### src/verilog/lanes_cfg_pkg.sv
/*
 * Lane bundle configuration
 * Geometry and sizing constants shared by every block of the bundle
 */

package lanes_cfg_pkg;

    // ----------------------------------------------------------------------
    // Bundle geometry
    // ----------------------------------------------------------------------
    localparam int num_lanes    = 4;
    localparam int lane_id_bits = 2;

    // ----------------------------------------------------------------------
    // Memory word and descriptor sizing
    // ----------------------------------------------------------------------
    localparam int word_bits  = 32;
    // Byte distance between two consecutive words
    localparam int word_bytes = 4;
    // Words fetched per lane, per descriptor
    localparam int count_bits = 8;

endpackage : lanes_cfg_pkg
### src/verilog/lanes_packet_pkg.sv
/*
 * Lane bundle packet types
 * Memory packet, kernel descriptor and per-lane request formats
 * carried between the router, the lanes, the arbiter and the result block
 */

package lanes_packet_pkg;

    import lanes_cfg_pkg::*;

    // ----------------------------------------------------------------------
    // Basic words
    // ----------------------------------------------------------------------
    typedef logic [lane_id_bits-1:0] lane_id_t;
    typedef logic [word_bits-1:0]    word_t;

    // Address on the request side, data on the response side
    typedef union packed {
        word_t address;
        word_t data;
    } mem_word_u;

    // ----------------------------------------------------------------------
    // Memory packet
    // ----------------------------------------------------------------------
    typedef struct packed {
        logic      valid;
        lane_id_t  id;
        mem_word_u word;
    } mem_packet_t;

    // ----------------------------------------------------------------------
    // Kernel descriptor, broadcast to all lanes
    // ----------------------------------------------------------------------
    typedef struct packed {
        logic                  valid;
        word_t                 base;
        // Words per lane
        logic [count_bits-1:0] count;
    } descriptor_t;

    // Current request offered by one lane
    typedef struct packed {
        logic  pending;
        word_t address;
    } lane_req_t;

endpackage : lanes_packet_pkg

### src/verilog/bundle_lanes.sv
/*
 * Lane bundle top level
 * Broadcasts the descriptor to all lanes, shares one memory port
 * between them and reports a combined done level and sum
 */

`timescale 1ns/1ps

module bundle_lanes
    import lanes_cfg_pkg::*;
    import lanes_packet_pkg::*;
(
    input  logic        ap_clk,
    input  logic        areset_lanes,
    input  descriptor_t descriptor_in,
    input  mem_packet_t response_in,
    output mem_packet_t request_out,
    input  logic        mem_ready,
    output logic        done_out,
    output word_t       result_sum
);

    descriptor_t          lane_descriptor;
    logic [num_lanes-1:0] lane_resp_valid;
    word_t                lane_resp_data;
    lane_req_t            lane_req [num_lanes];
    logic [num_lanes-1:0] grant;
    logic [num_lanes-1:0] lane_done;
    word_t                lane_sum [num_lanes];

    // Descriptors enter only while the whole bundle is idle
    assign lane_descriptor.valid = descriptor_in.valid && done_out;
    assign lane_descriptor.base  = descriptor_in.base;
    assign lane_descriptor.count = descriptor_in.count;

    // ----------------------------------------------------------------------
    // Memory response side
    // ----------------------------------------------------------------------
    response_router u_router (
        .ap_clk          (ap_clk),
        .areset_lanes    (areset_lanes),
        .response_in     (response_in),
        .lane_resp_valid (lane_resp_valid),
        .lane_resp_data  (lane_resp_data)
    );

    // ----------------------------------------------------------------------
    // Lanes
    // ----------------------------------------------------------------------
    for (genvar i = 0; i < num_lanes; i++) begin : gen_lanes
        lane_engine u_lane (
            .ap_clk        (ap_clk),
            .areset_lanes  (areset_lanes),
            .lane_index    (lane_id_t'(i)),
            .descriptor_in (lane_descriptor),
            .resp_valid    (lane_resp_valid[i]),
            .resp_data     (lane_resp_data),
            .grant         (grant[i]),
            .lane_req      (lane_req[i]),
            .lane_done     (lane_done[i]),
            .lane_sum      (lane_sum[i])
        );
    end

    // ----------------------------------------------------------------------
    // Memory request side and result
    // ----------------------------------------------------------------------
    request_arbiter u_arbiter (
        .ap_clk       (ap_clk),
        .areset_lanes (areset_lanes),
        .lane_req     (lane_req),
        .mem_ready    (mem_ready),
        .grant        (grant),
        .request_out  (request_out)
    );

    bundle_result u_result (
        .ap_clk       (ap_clk),
        .areset_lanes (areset_lanes),
        .lane_done    (lane_done),
        .lane_sum     (lane_sum),
        .done_out     (done_out),
        .result_sum   (result_sum)
    );

endmodule : bundle_lanes

### src/verilog/bundle_result.sv
/*
 * Bundle result
 * Merges the lane done levels into one done level and adds
 * the lane sums into the bundle sum
 */

`timescale 1ns/1ps

module bundle_result
    import lanes_cfg_pkg::*;
    import lanes_packet_pkg::*;
(
    input  logic                 ap_clk,
    input  logic                 areset_lanes,
    input  logic [num_lanes-1:0] lane_done,
    input  word_t                lane_sum [num_lanes],
    output logic                 done_out,
    output word_t                result_sum
);

    word_t sum_total;

    // Wrapping add over all lanes
    always_comb begin
        sum_total = '0;
        for (int i = 0; i < num_lanes; i++) begin
            sum_total = sum_total + lane_sum[i];
        end
    end

    // ----------------------------------------------------------------------
    // Output registers
    // ----------------------------------------------------------------------
    always_ff @(posedge ap_clk) begin
        if (areset_lanes) begin
            // Idle bundle reports done
            done_out   <= 1'b1;
            result_sum <= '0;
        end else begin
            done_out   <= &lane_done;
            result_sum <= sum_total;
        end
    end

endmodule : bundle_result

### src/verilog/request_arbiter.sv
/*
 * Request arbiter
 * Round-robin selection among pending lane requests onto the single
 * registered memory request port, held while memory is not ready
 */

`timescale 1ns/1ps

module request_arbiter
    import lanes_cfg_pkg::*;
    import lanes_packet_pkg::*;
(
    input  logic                 ap_clk,
    input  logic                 areset_lanes,
    input  lane_req_t            lane_req [num_lanes],
    input  logic                 mem_ready,
    output logic [num_lanes-1:0] grant,
    output mem_packet_t          request_out
);

    lane_id_t last_winner;
    lane_id_t winner;
    logic     any_grant;
    logic     load;

    // Output register is free or emptied this cycle
    assign load = !request_out.valid || mem_ready;

    // ----------------------------------------------------------------------
    // Round-robin search, starting after the last winner
    // ----------------------------------------------------------------------
    always_comb begin
        lane_id_t cand;

        winner    = last_winner;
        any_grant = 1'b0;
        for (int off = 1; off <= num_lanes; off++) begin
            cand = lane_id_t'((int'(last_winner) + off) % num_lanes);
            if (load && !any_grant && lane_req[cand].pending) begin
                winner    = cand;
                any_grant = 1'b1;
            end
        end

        grant = '0;
        if (any_grant) begin
            grant[winner] = 1'b1;
        end
    end

    // ----------------------------------------------------------------------
    // Request output register
    // ----------------------------------------------------------------------
    always_ff @(posedge ap_clk) begin
        if (areset_lanes) begin
            request_out.valid <= 1'b0;
            // Lane 0 has first turn
            last_winner       <= lane_id_t'(num_lanes - 1);
        end else if (load) begin
            request_out.valid <= any_grant;
            if (any_grant) begin
                last_winner              <= winner;
                request_out.id           <= winner;
                request_out.word.address <= lane_req[winner].address;
            end
        end
    end

endmodule : request_arbiter

### src/verilog/lane_engine.sv
/*
 * Lane engine
 * Fetches a strided run of words for one lane and sums the returned data.
 * Requests are offered one at a time and several may be in flight
 */

`timescale 1ns/1ps

module lane_engine
    import lanes_cfg_pkg::*;
    import lanes_packet_pkg::*;
(
    input  logic        ap_clk,
    input  logic        areset_lanes,
    input  lane_id_t    lane_index,
    input  descriptor_t descriptor_in,
    input  logic        resp_valid,
    input  word_t       resp_data,
    input  logic        grant,
    output lane_req_t   lane_req,
    output logic        lane_done,
    output word_t       lane_sum
);

    // Lanes interleave word by word across the bundle
    localparam word_t stride = word_t'(word_bytes * num_lanes);

    logic                  busy;
    logic [count_bits-1:0] desc_count;
    logic [count_bits-1:0] issued;
    logic [count_bits-1:0] received;
    logic [count_bits-1:0] issued_next;
    logic                  taken;
    word_t                 first_address;

    assign first_address = descriptor_in.base + (word_t'(lane_index) * word_bytes);
    assign taken         = grant && lane_req.pending;
    assign issued_next   = issued + 1'b1;

    // ----------------------------------------------------------------------
    // Control and request state
    // ----------------------------------------------------------------------
    always_ff @(posedge ap_clk) begin
        if (areset_lanes) begin
            busy             <= 1'b0;
            issued           <= '0;
            received         <= '0;
            lane_req.pending <= 1'b0;
            lane_sum         <= '0;
        end else if (!busy) begin
            if (descriptor_in.valid) begin
                busy             <= 1'b1;
                issued           <= '0;
                received         <= '0;
                lane_req.pending <= 1'b0;
                lane_req.address <= first_address;
                desc_count       <= descriptor_in.count;
                lane_sum         <= '0;
            end
        end else begin
            // Request side, stalls while not granted
            if (taken) begin
                lane_req.address <= lane_req.address + stride;
                issued           <= issued_next;
                lane_req.pending <= (issued_next < desc_count);
            end else if (!lane_req.pending && (issued < desc_count)) begin
                lane_req.pending <= 1'b1;
            end

            // Response side
            if (resp_valid) begin
                lane_sum <= lane_sum + resp_data;
                received <= received + 1'b1;
            end

            // All issued and all returned
            if ((issued == desc_count) && (received == desc_count)) begin
                busy <= 1'b0;
            end
        end
    end

    assign lane_done = !busy;

endmodule : lane_engine

### src/verilog/response_router.sv
/*
 * Response router
 * Registers memory responses and steers each one to the lane
 * named by its lane id, as a one-hot strobe with a shared data word
 */

`timescale 1ns/1ps

module response_router
    import lanes_cfg_pkg::*;
    import lanes_packet_pkg::*;
(
    input  logic                 ap_clk,
    input  logic                 areset_lanes,
    input  mem_packet_t          response_in,
    output logic [num_lanes-1:0] lane_resp_valid,
    output word_t                lane_resp_data
);

    mem_packet_t response_reg;

    // ----------------------------------------------------------------------
    // Input register
    // ----------------------------------------------------------------------
    always_ff @(posedge ap_clk) begin
        if (areset_lanes) begin
            response_reg.valid <= 1'b0;
        end else begin
            response_reg.valid <= response_in.valid;
        end
    end

    always_ff @(posedge ap_clk) begin
        response_reg.id   <= response_in.id;
        response_reg.word <= response_in.word;
    end

    // ----------------------------------------------------------------------
    // Lane id decode
    // ----------------------------------------------------------------------
    always_comb begin
        lane_resp_valid = '0;
        for (int i = 0; i < num_lanes; i++) begin
            if (response_reg.valid && (response_reg.id == lane_id_t'(i))) begin
                lane_resp_valid[i] = 1'b1;
            end
        end
    end

    // Data word goes to every lane, only the strobed one takes it
    assign lane_resp_data = response_reg.word.data;

endmodule : response_router

### config.mk
export PLATFORM = sky130hd
export DESIGN_NAME = bundle_lanes
export DESIGN_NICKNAME = d
export VERILOG_FILES = /design/src/verilog/lanes_cfg_pkg.sv /design/src/verilog/lanes_packet_pkg.sv /design/src/verilog/bundle_lanes.sv /design/src/verilog/bundle_result.sv /design/src/verilog/request_arbiter.sv /design/src/verilog/lane_engine.sv /design/src/verilog/response_router.sv
export SDC_FILE = /design/constraint.sdc
export NUM_CORES = 2
export LEC_CHECK = 0
export ABC_AREA = 1
export BUFFER_PORTS_ARGS = -buffer_cell sky130_fd_sc_hd__buf_4
export CORE_ASPECT_RATIO = 0.75
export CORE_MARGIN = 1.5
export CORE_UTILIZATION = 50
export DETAILED_ROUTE_END_ITERATION = 7
export PLACE_DENSITY = 0.67
export SETUP_SLACK_MARGIN = 0.15
export SYNTH_ARGS = -nofsm -noshare
export SYNTH_HDL_FRONTEND = slang
export SYNTH_SLANG_ARGS = --single-unit
### constraint.sdc
create_clock -name ap_clk -period 4.5 [get_ports ap_clk]
set_clock_uncertainty 0.15 [all_clocks]
set_input_delay 0.225 -clock ap_clk [delete_from_list [all_inputs] [get_ports ap_clk]]
set_output_delay 0.225 -clock ap_clk [all_outputs]
set_load 0.05 [all_outputs]
-- Word level (Yosys, flattened, before mapping)
Cells that the tools add are included.
- output and inout bits: 68
- bits of input ports: 79
- bits in registers: 465
- reduce and logical (&&, ||, !) cells: 66
- bitwise gates (word level): 10
- muxes and demuxes: 85
- add/subtract/negate cells: 26
- eq/ne operators: 23
- $lt $le $gt $ge: 15
- operators by type and width (cell ; count):
    33-bit 2-to-1 mux ; 16
    32-bit 2-to-1 mux ; 15
    33-bit binary-select mux with 2-bit select ; 5
    32-bit adder ; 7
    8-bit 2-to-1 mux ; 17
    32-bit by 5-bit adder with 32-bit output (second input constant) ; 4
    32-bit by 4-bit adder with 32-bit output (second input constant) ; 2
    8-bit by 1-bit adder with 8-bit output (second input constant) ; 8
    8-bit equality test ; 8
    8-bit < comparator ; 8
    32-bit by 3-bit adder with 32-bit output (second input constant) ; 1
    3-bit AND reduction ; 9
    1-bit 2-to-1 mux ; 26
    2-bit AND reduction ; 13
    1-bit logical AND ; 25
    3-bit greater-or-equal comparator (second input constant) ; 5
    2-bit NOT with 3-bit output ; 5
    1-bit logical NOT ; 12
    3-bit != test (second input constant) ; 4
    2-bit 2-to-1 mux ; 4
    2-bit by 1-bit != test with 1-bit output (second input constant) ; 4
    2-bit != test (second input constant) ; 4
    2-bit nonzero test ; 4
    1-bit NOT ; 5
    11 further kinds ; 14

-- Longest topological paths before layout
- depth after elaboration: 27
- gate-level depth with buffers: 18

-- By module
Synthesis repeated with hierarchy kept, for this count alone.
- cell total of the unflattened synthesis: 6146
- area, all modules: 39842.0 sq um
- modules (own cells, without submodules) (module ; times used ; area an instance (sq um) ; cells an instance ; seq. area each (sq um)):
    lane_engine (gen_lanes[1].u_lane ...) ; 2 ; 7726.2 ; 1217 ; 2202.1
    lane_engine (gen_lanes[3].u_lane) ; 1 ; 7776.2 ; 1220 ; 2202.1
    lane_engine (gen_lanes[0].u_lane) ; 1 ; 7739.9 ; 1196 ; 2202.1
    bundle_result ; 1 ; 4952.2 ; 771 ; 660.6
    request_arbiter ; 1 ; 2927.8 ; 444 ; 1081.0
    response_router ; 1 ; 978.4 ; 77 ; 700.7
    bundle_lanes ; 1 ; 15.0 ; 4 ; 0.0

-- Worst setup path before layout
No wires, ideal clock.
- kind: register to register
- start point: register, netlist name u_arbiter.request_out[34]
- end point: register, netlist name gen_lanes[2].u_lane.lane_req[10]
- cell stages (with the launch flop): 12
- data required time: 3.928 ns
- path buffers: 1
- setup slack: 0.575 ns
- arrival: 3.352 ns
- library setup time: 0.422 ns
- cell sequence: dfxtp_1 > inv_1 > nor2_1 > inv_1 > nand3_2 > o21ai_2 > nand2_1 > nand2_2 > nor2_8 > nand4_4 > buf_4 > a21oi_1
- cells in the longest elaborated chain, start to end: 24
- elaborated cells between the ends (all ways): 29
- those cells by class: 2 x order compare; 1 x eq/ne; 11 x mux; 15 x reduce/logical
- ends and longest elaborated chain (what ; RTL line ; text):
    1-bit logical NOT * ; request_arbiter.sv:27 ; assign load = !request_out.valid || mem_ready;
    1-bit logical OR * ; request_arbiter.sv:27 ;
    1-bit logical AND ; request_arbiter.sv:39 ; if (load && !any_grant && lane_req[cand].pending) begin
    1-bit 2-to-1 mux ; request_arbiter.sv:39 ;
    1-bit logical NOT ; request_arbiter.sv:39 ;
    1-bit logical AND (2 in series) ; request_arbiter.sv:39 ;
    1-bit 2-to-1 mux ; request_arbiter.sv:39 ;
    1-bit logical NOT ; request_arbiter.sv:39 ;
    [7 not listed] ; n/a ;
    net u_arbiter.winner[1] ; request_arbiter.sv:22 ; lane_id_t winner;
    2-bit by 3-bit < comparator with 1-bit output (implied by the code) or 2-bit by 1-bit greater-or-equal comparator with 1-bit output (tied branches) ; request_arbiter.sv:47 ; grant[winner] = 1'b1;
    1-bit logical AND (implied by the code) ; request_arbiter.sv:47 ;
    1-bit 2-to-1 mux (implied by the code) ; request_arbiter.sv:47 ;
    1-bit demux with 2-bit select * ; n/a ;
    4-bit 2-to-1 mux * ; request_arbiter.sv:46 ; if (any_grant) begin
    1-bit logical AND * ; lane_engine.sv:37 ; assign taken = grant && lane_req.pending;
    2-bit != test (no source line) * ; n/a ;
    3-bit AND reduction (no source line) * ; n/a ;
Mark *: on every way through the listed nets, which the timed path passes. The rest lies on a longest branch.
A chain may end at the register's enable or synchronous reset.

-- Worst setup path in the final report
- start point: register gen_lanes[0].u_lane.lane_sum[1]
- end point: register u_result.result_sum[27]
- cells in the longest elaborated chain, start to end: 3
- ends and longest elaborated chain (what ; RTL line ; text):
    start, declared ; lane_engine.sv:22 ; output word_t lane_sum
    start signal, assigned ; lane_engine.sv:72 ; lane_sum <= lane_sum + resp_data;
    32-bit adder (3 in series) ; bundle_result.sv:27 ; sum_total = sum_total + lane_sum[i];
    end signal, assigned ; bundle_result.sv:41 ; result_sum <= sum_total;
    end, declared ; bundle_result.sv:18 ; output word_t result_sum
No other way between the ends.

==> results.json <==
{
  "crit_arrival_ns": 4.29,
  "period_share": 0.8742,
  "num_antenna_cells": 0,
  "layout_setup_ws_ns": 0.5662,
  "die_x_um": 303.7,
  "layout-drive-gt1-share": 0.07096,
  "final_cells": 5772,
  "grt_max_degree": 161,
  "cts_max_path_buffers": 3,
  "startpoint_type": "flip-flop",
  "leakage_nw": 16.68,
  "h-tree-depth": 2,
  "drcViolationCount": 0,
  "viasPerCell": 5.874,
  "syn_area_sq_um": 33900,
  "min_period_ns": 3.934,
  "synth.net_count": 5033,
  "fmax_mhz": 254.2,
  "start_util": 0.5068,
  "ys_dominant_reg_cell": "dfxtp_1",
  "fin_nets": 5230,
  "yosysMostFrequentCell": "nand2_1",
  "cts_setup_buffers": 0,
  "place_inst": 5603,
  "synth_cell_types": 72,
  "power_mw": 15.15,
  "n_fill_cell": 6446,
  "ys_ff_latch": 465,
  "placed_area_sq_um": 35930,
  "path_clk_slew_ns": 0.06,
  "cts_tree": "built",
  "die_area_sq_um": 69390,
  "slew_headroom": 0.2126,
  "synthArstFlopShare": 0,
  "grt_overflow_total": 0,
  "maxSlewViolCount": 0,
  "min_path_type": "in -> reg",
  "coreArea_sq_um": 66890,
  "regArea_sq_um": 11250,
  "rsz0062_at_grt": "no",
  "synthCells": 4653,
  "cts_sinks": 465,
  "status": "completed",
  "avgSynthCellArea_sq_um": 7.286,
  "setup-tns-final_ns": 0,
  "synth_top_area_share": 0.1718,
  "clockRootBuffer": "clkbuf_16",
  "pre_cts_slack_ns": 0.6359,
  "yosys_warnings": 0,
  "postRouteAntennaNets": 0,
  "multi_input_area_sq_um": 19760,
  "port_buffers": 146,
  "synth_area_leader_cell": "edfxtp_1",
  "peakVddDrop_v": 0.0003797,
  "cts_buffers": 52,
  "criticalPathCategory": "reg -> reg",
  "antenna_found_initial": 2,
  "cts.repair.resized": 0,
  "clk-insertion-delay-late_ns": 0.65,
  "largest-register": "gen_lanes.u_lane.lane_req",
  "hold_violations": 0,
  "drt_first_iter_violations": 4348,
  "finalSetupViolCount": 0,
  "syn2layout_area_growth_pct": 13.37,
  "largest_reg_flops": 132,
  "drv_cap": 0,
  "stdcell_area_sq_um": 38430,
  "routed_wirelength_um": 130000,
  "reg_top3": "gen_lanes.u_lane.lane_req: 132 flops, gen_lanes.u_lane.lane_sum: 128 flops, u_arbiter.request_out: 35 flops",
  "crit_required_ns": 4.86,
  "die_y_um": 228.5,
  "vias": 33900,
  "io_pins": 147,
  "path_max_fanout": 4,
  "wl_per_cell_um": 22.53,
  "place.gp.congestion": 1.114,
  "yosys-top-cells-count": "1018 x nand2_1, 639 x inv_1, 517 x a21oi_1",
  "worstMarginPinSlew_ns": 1.173,
  "dp_hpwl_um": 103000,
  "grt_pass1_wl_um": 193000,
  "synth_area_leaders": "edfxtp_1 17%, dfxtp_1 16%, nand2_1 11%",
  "fp-row-count": 82,
  "synth_edf_count": 194,
  "postCtsHoldBufs": 75,
  "power.density_nw_per_um2": 394.2,
  "track_usage": 0.3659,
  "first_global_vias": 30270,
  "first_pass_iters": 6,
  "synth_seq_area_share": 0.3319,
  "cp-end-kind": "flip-flop"
}
per-stage QoR:
step / hold WS [ns] / util
after floorplan: 0.1027 / -
after global placement: 0.1794 / 0.5371
after detailed placement: 0.1805 / 0.5371
after CTS: 0.006557 / 0.5745
after global routing: 0.05397 / 0.5745
final: 0.05987 / 0.5745
layout by cell type, fill, tap and decap left out, drive strengths merged, types with 75 or more instances in the layout:
| cell type | count |
|---|---|
| nor3 | 83 |
| xor2 | 121 |
| a21oi | 520 |
| nand2 | 1032 |
| dlygate4sd3 | 75 |
| ha | 235 |
| nor2 | 424 |
| buf | 176 |
| edfxtp | 194 |
| inv | 654 |
| dfxtp | 271 |
| nand3 | 228 |
| o21ai | 332 |
report_power, final:
part	total (mW)	internal, mW	switching [mW]	leakage, nW
Sequential	5.43	5.06	0.360	4.00
Clock	4.54	2.57	1.97	0.843
Combinational	5.18	1.31	3.88	11.8
Total	15.1	8.94	6.21	16.7
cells by family (layout without fill, tap and decap cells):
| family | count (synthesis) | in the layout | share of synthesized area |
|---|---|---|---|
| XOR/XNOR | 155 | 155 | 0.04005 |
| AO/OA/AOI/OAI | 1073 | 1073 | 0.1770 |
| AND/OR/NAND/NOR | 1895 | 1895 | 0.2392 |
| buffers and inverters | 764 | 1001 | 0.08614 |
| flip-flops | 465 | 465 | 0.3319 |
| adder cells (fa/ha/maj) | 301 | 301 | 0.1257 |
worst max-delay path: stages, from the launching register on:
cell and delay, ns:
dfxtp_1 0.40, inv_1 0.08, fa_1 0.53, inv_1 0.05
fa_1 0.51, ha_1 0.24, fa_1 0.22, nand2_1 0.07
nand2_1 0.07, o21ai_1 0.09, o21ai_0 0.30, nand2_1 0.10
nand2_1 0.14, a21boi_1 0.11, o21ai_0 0.40, nand2_1 0.14
a21oi_1 0.16, nor2_1 0.06
routing by layer:
metal / wire length (um) / track usage
met5: 0 / 0
met4: 2040 / 0.06548
met3: 20470 / 0.1548
met2: 45810 / 0.4470
met1: 61730 / 0.5782
path summary, 6_finish.rpt:
check	startpoint	end	slack, ns	depth (start not counted)
setup reg to reg	gen_lanes[0].u_lane.lane_sum[1]$_SDFFE_PP0P_	u_result.result_sum[27]$_SDFF_PP0_	0.57	17
hold reg to reg	gen_lanes[2].u_lane.lane_sum[24]$_SDFFE_PP0P_	gen_lanes[2].u_lane.lane_sum[24]$_SDFFE_PP0P_	0.33	2
hold / removal	descriptor_in[37]	gen_lanes[0].u_lane.lane_req[29]$_DFFE_PP_	0.06	3
setup / recovery	gen_lanes[0].u_lane.lane_sum[1]$_SDFFE_PP0P_	u_result.result_sum[27]$_SDFF_PP0_	0.57	17
layout make-up:
type / count / share of cell area
Multi-Input combinational cell: 3424 / 0.5142
Sequential cell: 465 / 0.2928
Inverter: 656 / 0.06436
Timing Repair Buffer: 251 / 0.05434
Clock buffer: 66 / 0.03764
Tap cell: 882 / 0.02871
Clock inverter: 28 / 0.007976
(Power assumes the default switching activity.)
